### src/logic/soc_pkg.sv
package soc_pkg;

  // ####################
  // bus widths
  localparam int DATA_W = 32;
  localparam int BE_W   = DATA_W / 8;
  localparam int ADR_W  = 32;

  // ####################
  // address map
  localparam int REGION_MSB = 31;
  localparam int REGION_LSB = 28;
  localparam int REGION_W   = REGION_MSB - REGION_LSB + 1;

  localparam logic [REGION_W-1:0] REGION_RAM = 4'h0;
  localparam logic [REGION_W-1:0] REGION_CSR = 4'h2;
  localparam logic [REGION_W-1:0] REGION_SPI = 4'h3;

  // on-chip ram, in words
  localparam int RAM_DEPTH = 256;
  localparam int RAM_AW    = $clog2(RAM_DEPTH);

  // csr word offsets
  localparam logic [RAM_AW-1:0] CSR_GPI      = 8'd0;
  localparam logic [RAM_AW-1:0] CSR_GPO      = 8'd1;
  localparam logic [RAM_AW-1:0] CSR_GPOE     = 8'd2;
  localparam logic [RAM_AW-1:0] CSR_SPI_CONF = 8'd3;
  localparam logic [RAM_AW-1:0] CSR_STATUS   = 8'd4;

  // spi data register inside its region
  localparam logic [RAM_AW-1:0] SPI_DATA = 8'd0;

  // ####################
  // peripherals
  localparam int GPIO_W  = 8;
  localparam int PRESC_W = 4;

  localparam logic [1:0] SPI_SIZE_8  = 2'd0;
  localparam logic [1:0] SPI_SIZE_16 = 2'd1;
  localparam logic [1:0] SPI_SIZE_32 = 2'd2;

  // spi_conf layout, prescaler sits in the low bits
  localparam int CONF_CPOL_BIT = 4;
  localparam int CONF_SIZE_LSB = 5;

  // enough to hold a full word of bits
  localparam int BCNT_W = $clog2(DATA_W) + 1;

  // core reset release, in cycles
  localparam int RST_DELAY = 16;

endpackage

### src/logic/csr_regs.sv
`timescale 1ns/1ps

module csr_regs import soc_pkg::*; (
  input  logic               clk_i,
  input  logic               rst_in,
  input  logic               stb_i,
  input  logic               we_i,
  input  logic [RAM_AW-1:0]  adr_i,
  input  logic [DATA_W-1:0]  wdat_i,
  output logic [DATA_W-1:0]  rdat_o,
  output logic               ack_o,
  input  logic [GPIO_W-1:0]  gpi_i,
  output logic [GPIO_W-1:0]  gpo_o,
  output logic [GPIO_W-1:0]  gpeo_o,
  output logic [PRESC_W-1:0] spi_presc_o,
  output logic               spi_cpol_o,
  output logic [1:0]         spi_size_o,
  input  logic               spi_rdy_i
);

  logic req;

  assign req = stb_i & ~ack_o;

  // writable registers, gpi and status are read only
  always_ff @(posedge clk_i or negedge rst_in) begin
    if (!rst_in) begin
      ack_o       <= 1'b0;
      gpo_o       <= '0;
      gpeo_o      <= '0;
      spi_presc_o <= '0;
      spi_cpol_o  <= 1'b0;
      spi_size_o  <= SPI_SIZE_8;
    end else begin
      ack_o <= req;
      if (req && we_i) begin
        case (adr_i)
          CSR_GPO:  gpo_o  <= wdat_i[GPIO_W-1:0];
          CSR_GPOE: gpeo_o <= wdat_i[GPIO_W-1:0];
          CSR_SPI_CONF: begin
            spi_presc_o <= wdat_i[PRESC_W-1:0];
            spi_cpol_o  <= wdat_i[CONF_CPOL_BIT];
            spi_size_o  <= wdat_i[CONF_SIZE_LSB +: 2];
          end
          default: ;
        endcase
      end
    end
  end

  // read mux, captured with the request
  always_ff @(posedge clk_i) begin
    if (req) begin
      rdat_o <= '0;
      case (adr_i)
        CSR_GPI:  rdat_o[GPIO_W-1:0] <= gpi_i;
        CSR_GPO:  rdat_o[GPIO_W-1:0] <= gpo_o;
        CSR_GPOE: rdat_o[GPIO_W-1:0] <= gpeo_o;
        CSR_SPI_CONF: begin
          rdat_o[PRESC_W-1:0]         <= spi_presc_o;
          rdat_o[CONF_CPOL_BIT]       <= spi_cpol_o;
          rdat_o[CONF_SIZE_LSB +: 2]  <= spi_size_o;
        end
        CSR_STATUS: rdat_o[0] <= spi_rdy_i;
        default: ;
      endcase
    end
  end

endmodule

### config.mk
export PLATFORM = sky130hd
export DESIGN_NAME = csr_regs
export DESIGN_NICKNAME = d
export VERILOG_FILES = /design/src/logic/soc_pkg.sv /design/src/logic/csr_regs.sv
export SDC_FILE = /design/constraint.sdc
export NUM_CORES = 1
export LEC_CHECK = 0
export ABC_AREA = 1
export BUFFER_PORTS_ARGS = -buffer_cell sky130_fd_sc_hd__buf_4
export CAP_MARGIN = 20
export CORE_MARGIN = 2
export CORE_UTILIZATION = 47
export DETAILED_ROUTE_END_ITERATION = 10
export PLACE_DENSITY = 0.85
export SYNTH_ARGS = -nofsm -noshare
export SYNTH_HDL_FRONTEND = slang
export SYNTH_SLANG_ARGS = --single-unit
export TNS_END_PERCENT = 100
### constraint.sdc
create_clock -name clk_i -period 2.1 [get_ports clk_i]
set_input_delay 0.315 -clock clk_i [delete_from_list [all_inputs] [get_ports clk_i]]
set_output_delay 0.315 -clock clk_i [all_outputs]
set_load 0.005 [all_outputs]
==> results of run 1 <==
-- metrics by stage --
step,power (mW),hold slack (ps),instances
final,1.39,245,347
after global routing,1.46,236,347
after CTS,1.40,240,347
after detailed placement,0.829,233,338
after global placement,0.826,229,338
after floorplan,0.764,19.4,254
-- cell type report --
type                    instances  area (um2)  area share (%)
well taps                      48        60.1            2.51
repair buffers                 62         468            19.6
inverters                      22        87.6            3.67
clock inverters                 2        35.0            1.47
flip-flops and latches         32         841            35.2
multi-input cells             175         825            34.5
clock buffers                   6        72.6            3.04
-- power by group through the flow --
stage / combinational [mW] / sequential, mW / clock [mW]
after global placement: 0.149 / 0.676 / 0
after CTS: 0.154 / 0.665 / 0.582
after floorplan: 0.0862 / 0.678 / 0
final: 0.153 / 0.665 / 0.574
after detailed placement: 0.152 / 0.677 / 0
after global routing: 0.170 / 0.666 / 0.628
-- per-layer routing --
| metal | vias up | track usage, % |
|---|---|---|
| li1 | 793 | - |
| met1 | 733 | 25.4 |
| met2 | 69 | 34.1 |
| met3 | 7 | 6.08 |
| met4 | 0 | 5.36 |
| met5 | - | 0 |
-- path summary, 6_finish.rpt --
kind | start | to | slack, ps | depth (start not counted)
max in group asynchronous | rst_in | gpeo_o[0] | 1390 | 2
hold / removal | wdat_i[7] | gpo_o[7] | 250 | 3
setup reg to reg | ack_o | gpeo_o[0] | 710 | 6
setup / recovery | ack_o | gpeo_o[0] | 710 | 6
min in group asynchronous | rst_in | gpo_o[5] | 460 | 2
hold reg to reg | gpeo_o[2] | gpeo_o[2] | 510 | 2
-- repair_timing --
item	in CTS	in global routing
buffers inserted	0	0
endpoints found under the hold margin	24	0
hold buffers	1	0
-- cell usage in the layout, fill, tap and decap left out, types with 3 or more instances in the layout --
cell	count
nand2_1	110
clkbuf_8	5
dfrtp_1	24
edfxtp_1	8
inv_1	18
nor2_2	5
buf_4	61
nand2_2	3
nor2_4	3
nand3_1	17
conb_1	24
nor2_1	3
-- tightest hold or removal path, cell delays in order --
cell,delay (ps)
buf_4,90
nand2_1,50
nand2_1,40
-- flip-flops by register name, summed over array words and instances (netlist names) --
signal and flops:
gpeo_o 8, rdat_o 8, gpo_o 8, spi_cpol_o 1, spi_presc_o 4, spi_size_o 2, ack_o 1
-- cells by family (layout without fill, tap and decap cells) --
kind of cell	Yosys count	in the layout	share of synthesized area, %
and+or+nand+nor	151	151	39.5
buffers and inverters	47	92	15.0
DFF	32	32	45.3
other	1	24	0.202
==> flow_metrics.tcl, run 1 <==
set metrics [dict create \
    outcome "completed" \
    finalSetupViolations 0 \
    yosys-top-cells-area "dfrtp_1 32%, nand2_1 22%, edfxtp_1 13%, buf_4 9.7%, nand3_1 4.6%" \
    cts_tree "done" \
    critical_path.max_fanout 10 \
    drt_iter0_drc 90 \
    path_clk_slew_ps 60 \
    post-route-util_pct 63.8 \
    met1Wirelength_mm 1.58 \
    hold_path_class "in -> reg" \
    cts-resized-gates 0 \
    die_h_um 66.9 \
    setup_tns_ps 0 \
    wirelength_mm 4.02 \
    ant_nets 0 \
    yosysMostFrequentCell "nand2_1" \
    htree_num_levels 2 \
    cts_root_buf "clkbuf_8" \
    combPwrFrac_pct 11.0 \
    critPathBufInv 1 \
    async_flop_share_pct 75.0 \
    vias 1602 \
    clkPwrFrac_pct 41.2 \
    synth_commonest_cells "110 x nand2_1, 24 x buf_4, 24 x dfrtp_1" \
    yosysSeqAreaShare_pct 45.3 \
    crit_top_cell "nand2_1" \
    critPathSlowestCell "dfrtp_1" \
    final_net_count 351 \
    antenna-diode-count 0 \
    peakVddDrop_mv 0.367 \
    worst_ep_arrival_time_ps 1610 \
    topRoutingLayerUsed "met4" \
    grt-ovfl-total 0 \
    viasPerCell 4.62 \
    swShare_pct 22.7 \
    slowest_delay_ps 380 \
    end_kind "register" \
    post_drt_wl_per_cell_um 11.6 \
    cts_made_buffers 5 \
    fp.dieW_um 66.9 \
    io_pins 109 \
    dr.pass1.iters 4 \
    start_util_pct 49.6 \
    grt_pass1_wl_mm 6.73 \
    portBuffers 60 \
    cp_data_required_time_ps 2320 \
    die_area_um2 4470 \
    synth-edff-count 8 \
    synth_top_cell_by_area "dfrtp_1" \
    maxCapViolCount 0 \
    period_share_pct 66.3 \
    path_class "reg -> reg" \
    synth_flop_cell "dfrtp_1" \
    met2_length_mm 2.03 \
    fmax_mhz 718 \
    net-switching-power_mw 0.316 \
    synthDistinctLibCells 21 \
    area_delta_synth_final_pct 28.6 \
    dr_wl_met3_um 367 \
    start_kind "register" \
    worstSkewPairLatency_ps 290 \
    seqPwrFrac_pct 47.8 \
    syn_inst 231 \
    path_cells "nor2_2, buf_4, nand2_2, nor3_4, nand2_1, nand2_1" \
    path_delay_family "simple AND/OR/NAND/NOR gates" \
    grt_usage_pct 20.3 \
    post-route-min-period_ps 1390 \
    internal-power_mw 1.08 \
    clock-sinks 32 \
    fp-row-count 22 \
    leakage_nw 1.40 \
    cts.path.max_buffers 2 \
    core_um2 3740 \
    drc 0 \
    power.density_nw_per_um2 583 \
    fill_cells 344 \
    dp_hpwl_mm 3.13 \
    synth_warnings 0 \
    first_global_vias 1463 \
    ys_seq_elements 32 \
    place_area_um2 2270 \
    syn_area_per_cell_um2 8.04 \
    drv_slew 0 \
    drive_gt1_share_pct 30.4 \
    gp_congestion 0.856 \
    netlist_area_um2 1860 \
    worst_slack_ps 708 \
    synth_top_area_share_pct 32.3 \
    place_ws_ps 681 \
    antenna_found_initial 0 \
    grt_max_degree 25 \
    clock_skew_ps 4.85 \
    finalInstanceArea_um2 2390 \
    rsz0062_at_grt "false" \
    finalHoldViolCount 0 \
]
Power figures use the tool's default switching activity.
==> run 2, diff against run 1 <==
--- a/config.mk
+++ b/config.mk
@@ -9,9 +9,9 @@
 export BUFFER_PORTS_ARGS = -buffer_cell sky130_fd_sc_hd__buf_4
 export CAP_MARGIN = 20
 export CORE_MARGIN = 2
-export CORE_UTILIZATION = 47
+export CORE_UTILIZATION = 39
 export DETAILED_ROUTE_END_ITERATION = 10
-export PLACE_DENSITY = 0.85
+export PLACE_DENSITY = 0.76
 export SYNTH_ARGS = -nofsm -noshare
 export SYNTH_HDL_FRONTEND = slang
 export SYNTH_SLANG_ARGS = --single-unit
==> constraint.sdc (replaced) <==
create_clock -name clk_i -period 1.1 [get_ports clk_i]
set_input_delay 0.165 -clock clk_i [delete_from_list [all_inputs] [get_ports clk_i]]
set_output_delay 0.165 -clock clk_i [all_outputs]
set_load 0.005 [all_outputs]
==> run 2 against run 1 <==
Via count rose by 1.2%. Sequential share of layout area fell by 1.8 points. Clock power increased by 97%. Hold slack got worse by 150 ps. Combinational power grew 110%. Register-to-register slack got worse by 710 ps. First-iteration DRC count down 18%. Global-route usage shrank 3.3 points. Final cell count grew 4.0%. Largest cell class is now multi-input combinational cells. Highest routed layer unchanged.
==> flow_metrics.tcl, run 2 (same netlist as run 1, synthesis figures left out) <==
set metrics [dict create \
    hold_path_class "in -> reg" \
    holdPathEnd "gpeo_o[1]" \
    leakage_nw 1.49 \
    period_share_pct 100 \
    start_kind "register" \
    antenna-diode-count 0 \
    area_delta_synth_final_pct 35.6 \
    die_h_um 73.0 \
    finalHoldViolCount 0 \
    finalInstanceArea_um2 2520 \
    rr_startpoint "ack_o" \
    clock-sinks 32 \
    vias 1621 \
    start_util_pct 39.9 \
    combPwrFrac_pct 11.9 \
    final_net_count 359 \
    drc 0 \
    end_kind "register" \
    place_area_um2 2340 \
    rsz0062_at_grt "true" \
    seqPwrFrac_pct 46.6 \
    htree_num_levels 2 \
    net-switching-power_mw 0.620 \
    post-route-min-period_ps 1100 \
    cts_tree "done" \
    final_common_cell "nand2_1" \
    post-route-util_pct 54.1 \
    power.density_nw_per_um2 1080 \
    swShare_pct 22.7 \
    first_global_vias 1505 \
    path_clk_slew_ps 70 \
    dp_hpwl_mm 3.30 \
    dr.pass1.iters 4 \
    core_um2 4660 \
    portBuffers 60 \
    top_regs "gpeo_o: 8 flops, gpo_o: 8 flops, rdat_o: 8 flops" \
    gp_congestion 0.818 \
    rrSetupSlack_ps 0.4 \
    reg2reg_depth 6 \
    grt_usage_pct 17.0 \
    grt_pass1_wl_mm 7.03 \
    fin_hold_ws_ps 100 \
    fp-row-count 25 \
    cp_data_required_time_ps 1330 \
    io_pins 109 \
    clkPwrFrac_pct 41.6 \
    drt_iter0_drc 74 \
    internal-power_mw 2.11 \
    wirelength_mm 4.32 \
    holdCritStartpoint "wdat_i[1]" \
    die_area_um2 5330 \
    outcome "completed" \
    drv_slew 0 \
    critical_path.max_fanout 8 \
    cts_root_buf "clkbuf_8" \
    drive_gt1_share_pct 34.2 \
    maxCapViolCount 0 \
    grt_max_degree 25 \
    crit_start "ack_o" \
    grt-ovfl-total 0 \
    clock_skew_ps 5.80 \
    final_cell_mix "106 x nand2_1, 66 x buf_4, 24 x conb_1, 24 x dfrtp_1, 18 x inv_1" \
    cts.path.max_buffers 2 \
    fp.dieW_um 73.0 \
    path_class "reg -> reg" \
    post_drt_wl_per_cell_um 12.0 \
    worst_r2r_endpoint "gpeo_o[6]" \
    viasPerCell 4.49 \
    setup_tns_ps 0 \
    cts_made_buffers 5 \
    hold_depth 3 \
    peakVddDrop_mv 0.562 \
    ant_nets 0 \
    fmax_mhz 909 \
    finalSetupViolations 0 \
    power_mw 2.73 \
    antenna_found_initial 0 \
    worstSkewPairLatency_ps 280 \
    worst_ep_arrival_time_ps 1330 \
]
==> run 2: cell types whose count changed in the layout (fill, tap and decap cells not counted), moves of 2 or more <==
cell,before,now
nand2_1,110,106
buf_6,0,2
clkbuf_8,5,7
buf_4,61,66
nand2_4,2,5
==> run 2: layout make-up <==
class / instances / area [um2]
clock buffers: 8 / 121
fillers: 421 / 2140
inverters: 22 / 90.1
multi-input cells: 175 / 857
flip-flops and latches: 32 / 841
well taps: 54 / 67.6
repair buffers: 70 / 543
==> run 2: power by group through the flow <==
| stage | clock network, mW | registers [mW] | logic, mW |
|---|---|---|---|
| floorplan | 0 | 1.29 | 0.169 |
| global placement | 0 | 1.29 | 0.303 |
| detailed placement | 0 | 1.29 | 0.309 |
| CTS | 1.15 | 1.27 | 0.315 |
| global route | 1.20 | 1.27 | 0.358 |
| finish | 1.13 | 1.27 | 0.324 |
==> run 2: critical path, stage by stage (launching register included) <==
cell,delay [ps]
dfrtp_1,410
nor2_4,130
nand2_4,90
nor3_4,130
buf_6,160
nand2_1,70
nand2_1,60
==> run 2: worst max-delay path by stage <==
stage            endpoint  cells after the start  slack (ps)
5_1_grt         gpeo_o[6]                      6         -80
3_5_place_dp    rdat_o[4]                      8         -80
2_1_floorplan   gpeo_o[0]                      5         -50
6_report        gpeo_o[6]                      6         0.4
3_3_place_gp    rdat_o[5]                      8         -40
4_1_cts        spi_cpol_o                      7           9
==> run 2: routing by layer <==
layer / wire, um / track usage [%]
met1: 1800 / 22.5
met2: 2170 / 27.0
met5: 0 / 0
met3: 302 / 4.14
met4: 44 / 5.97
==> run 2: what timing repair did <==
item,CTS,global route
gates resized for setup,4,7
buffers inserted,0,1
hold buffers,1,0
hold endpoints to repair,24,0
pin swaps,0,1
setup endpoints to repair,9,24
==> run 2: through the flow <==
step | worst slack (ps) | instances
after CTS | 9.48 | 360
after detailed placement | -82.4 | 351
final | 0.350 | 361
after global placement | -41.4 | 351
after global routing | -75.4 | 361
after floorplan | -48.8 | 254
==> run 3, diff against run 2 <==
--- a/config.mk
+++ b/config.mk
@@ -9,9 +9,9 @@
 export BUFFER_PORTS_ARGS = -buffer_cell sky130_fd_sc_hd__buf_4
 export CAP_MARGIN = 20
 export CORE_MARGIN = 2
-export CORE_UTILIZATION = 39
+export CORE_UTILIZATION = 35
 export DETAILED_ROUTE_END_ITERATION = 10
-export PLACE_DENSITY = 0.76
+export PLACE_DENSITY = 0.69
 export SYNTH_ARGS = -nofsm -noshare
 export SYNTH_HDL_FRONTEND = slang
 export SYNTH_SLANG_ARGS = --single-unit
==> run 3 against run 2 <==
The flow now finishes with violations (negative setup slack). Global-route usage shrank 2.4 points. Clock skew shrank 1.3 ps. Utilization shrank 4.0 points. Combinational power is essentially flat.
==> flow_metrics.tcl, run 3 (same netlist as run 1, synthesis figures left out) <==
set metrics [dict create \
    holdCritStartpoint "wdat_i[5]" \
    grt_usage_pct 14.6 \
    finalHoldViolCount 0 \
    setup_tns_ps -283 \
    cts_tree "done" \
    final_common_cell "nand2_1" \
    end_kind "register" \
    maxCapViolCount 0 \
    viasPerCell 4.14 \
    cts.path.max_buffers 2 \
    wirelength_mm 4.18 \
    grt_pass1_wl_mm 6.84 \
    die_area_um2 5910 \
    dr.pass1.iters 4 \
    io_pins 109 \
    cts_made_buffers 5 \
    drv_slew 0 \
    clock_skew_ps 4.50 \
    post-route-min-period_ps 1140 \
    final_cell_mix "99 x nand2_1, 68 x buf_4, 24 x conb_1, 24 x dfrtp_1, 18 x inv_1" \
    fp.dieW_um 76.9 \
    antenna-diode-count 0 \
    leakage_nw 1.50 \
    path_clk_slew_ps 60 \
    worstSkewPairLatency_ps 280 \
    worst_slack_ps -41.2 \
    multi_input_area_um2 882 \
    clock-sinks 32 \
    peakVddDrop_mv 0.709 \
    drt_iter0_drc 74 \
    power.density_nw_per_um2 1050 \
    final_net_count 360 \
    drive_gt1_share_pct 35.7 \
    die_h_um 76.9 \
    fp-row-count 26 \
    rsz0062_at_grt "true" \
    ant_nets 0 \
    outcome "finished with violations" \
    grt-ovfl-total 0 \
    cts_root_buf "clkbuf_8" \
    place_ws_ps -94.9 \
    drc 0 \
    cp_data_required_time_ps 1320 \
    gp_congestion 0.846 \
    antenna_found_initial 0 \
    critical_path.max_fanout 6 \
    start_util_pct 36.4 \
    crit_start "ack_o" \
    rr_startpoint "ack_o" \
    area_delta_synth_final_pct 37.7 \
    rrSetupSlack_ps -40 \
    post_drt_wl_per_cell_um 11.1 \
    start_kind "register" \
    grt_max_degree 25 \
    fill_cells 496 \
    finalSetupViolations 14 \
    path_class "reg -> reg" \
    portBuffers 60 \
    ff_latch_area_um2 841 \
    fmax_mhz 876 \
    first_global_vias 1432 \
    top_regs "gpeo_o: 8 flops, gpo_o: 8 flops, rdat_o: 8 flops" \
    period_share_pct 104 \
    vias 1566 \
    worst_ep_arrival_time_ps 1370 \
    htree_num_levels 2 \
    dp_hpwl_mm 3.24 \
    violations "negative setup slack" \
    core_um2 5110 \
    hold_path_class "in -> reg" \
]
==> run 3: worst paths after layout <==
| path | depth (start not counted) | end |
|---|---|---|
| worst max register to register | 6 | gpo_o[6] |
| worst max-delay path | 6 | gpo_o[6] |
| max in group asynchronous | 2 | gpo_o[7] |
| worst min-delay path | 3 | gpeo_o[5] |
| min in group asynchronous | 2 | ack_o |
| worst min register to register | 2 | gpeo_o[0] |
==> run 3: area by class of cell <==
type,instances,area share [%]
Clock buffer,5,2.69
Clock inverter,3,1.47
Inverter,22,3.52
Multi-Input combinational cell,175,34.5
Sequential cell,32,32.9
Tap cell,70,3.42
Timing Repair Buffer,71,21.6
==> run 3: worst max-delay path, cell delays in order (launching register included) <==
cell and delay, ps:
dfrtp_1 400, nor2_4 130, nand2_4 100, nor3_4 180, buf_4 170, nand2_1 60, nand2_1 50
==> run 3: report_power, final <==
group          switching, mW  total (mW)  internal, mW
Sequential            0.0205        1.27          1.25
Clock                  0.423        1.08         0.659
Combinational          0.172       0.323         0.151
==> run 3: metal layers <==
metal / up-vias / GRT usage, % / wire length [um]
met5: - / 0 / 0
met4: 0 / 5.45 / 63
met3: 6 / 4.82 / 288
met2: 49 / 23.6 / 2060
met1: 700 / 18.0 / 1770
li1: 811 / - / -
==> run 3: timing repair <==
item	4_1_cts	5_1_grt
gates resized for setup	2	15
endpoints found under the setup margin	17	28
endpoints found under the hold margin	24	0
setup buffers	2	2
hold buffers	1	0
pin swaps	2	5
==> run 3: stage by stage <==
step	hold slack, ps	util [%]	std cells	total power [mW]	area (um2)
detailed placement	81.2	46.1	366	1.60	2360
floorplan	-131	-	254	1.46	1960
CTS	94.5	49.1	377	2.69	2510
finish	96.5	50.1	378	2.68	2560
global placement	84.0	46.1	366	1.60	2360
global route	94.8	50.1	378	2.80	2560
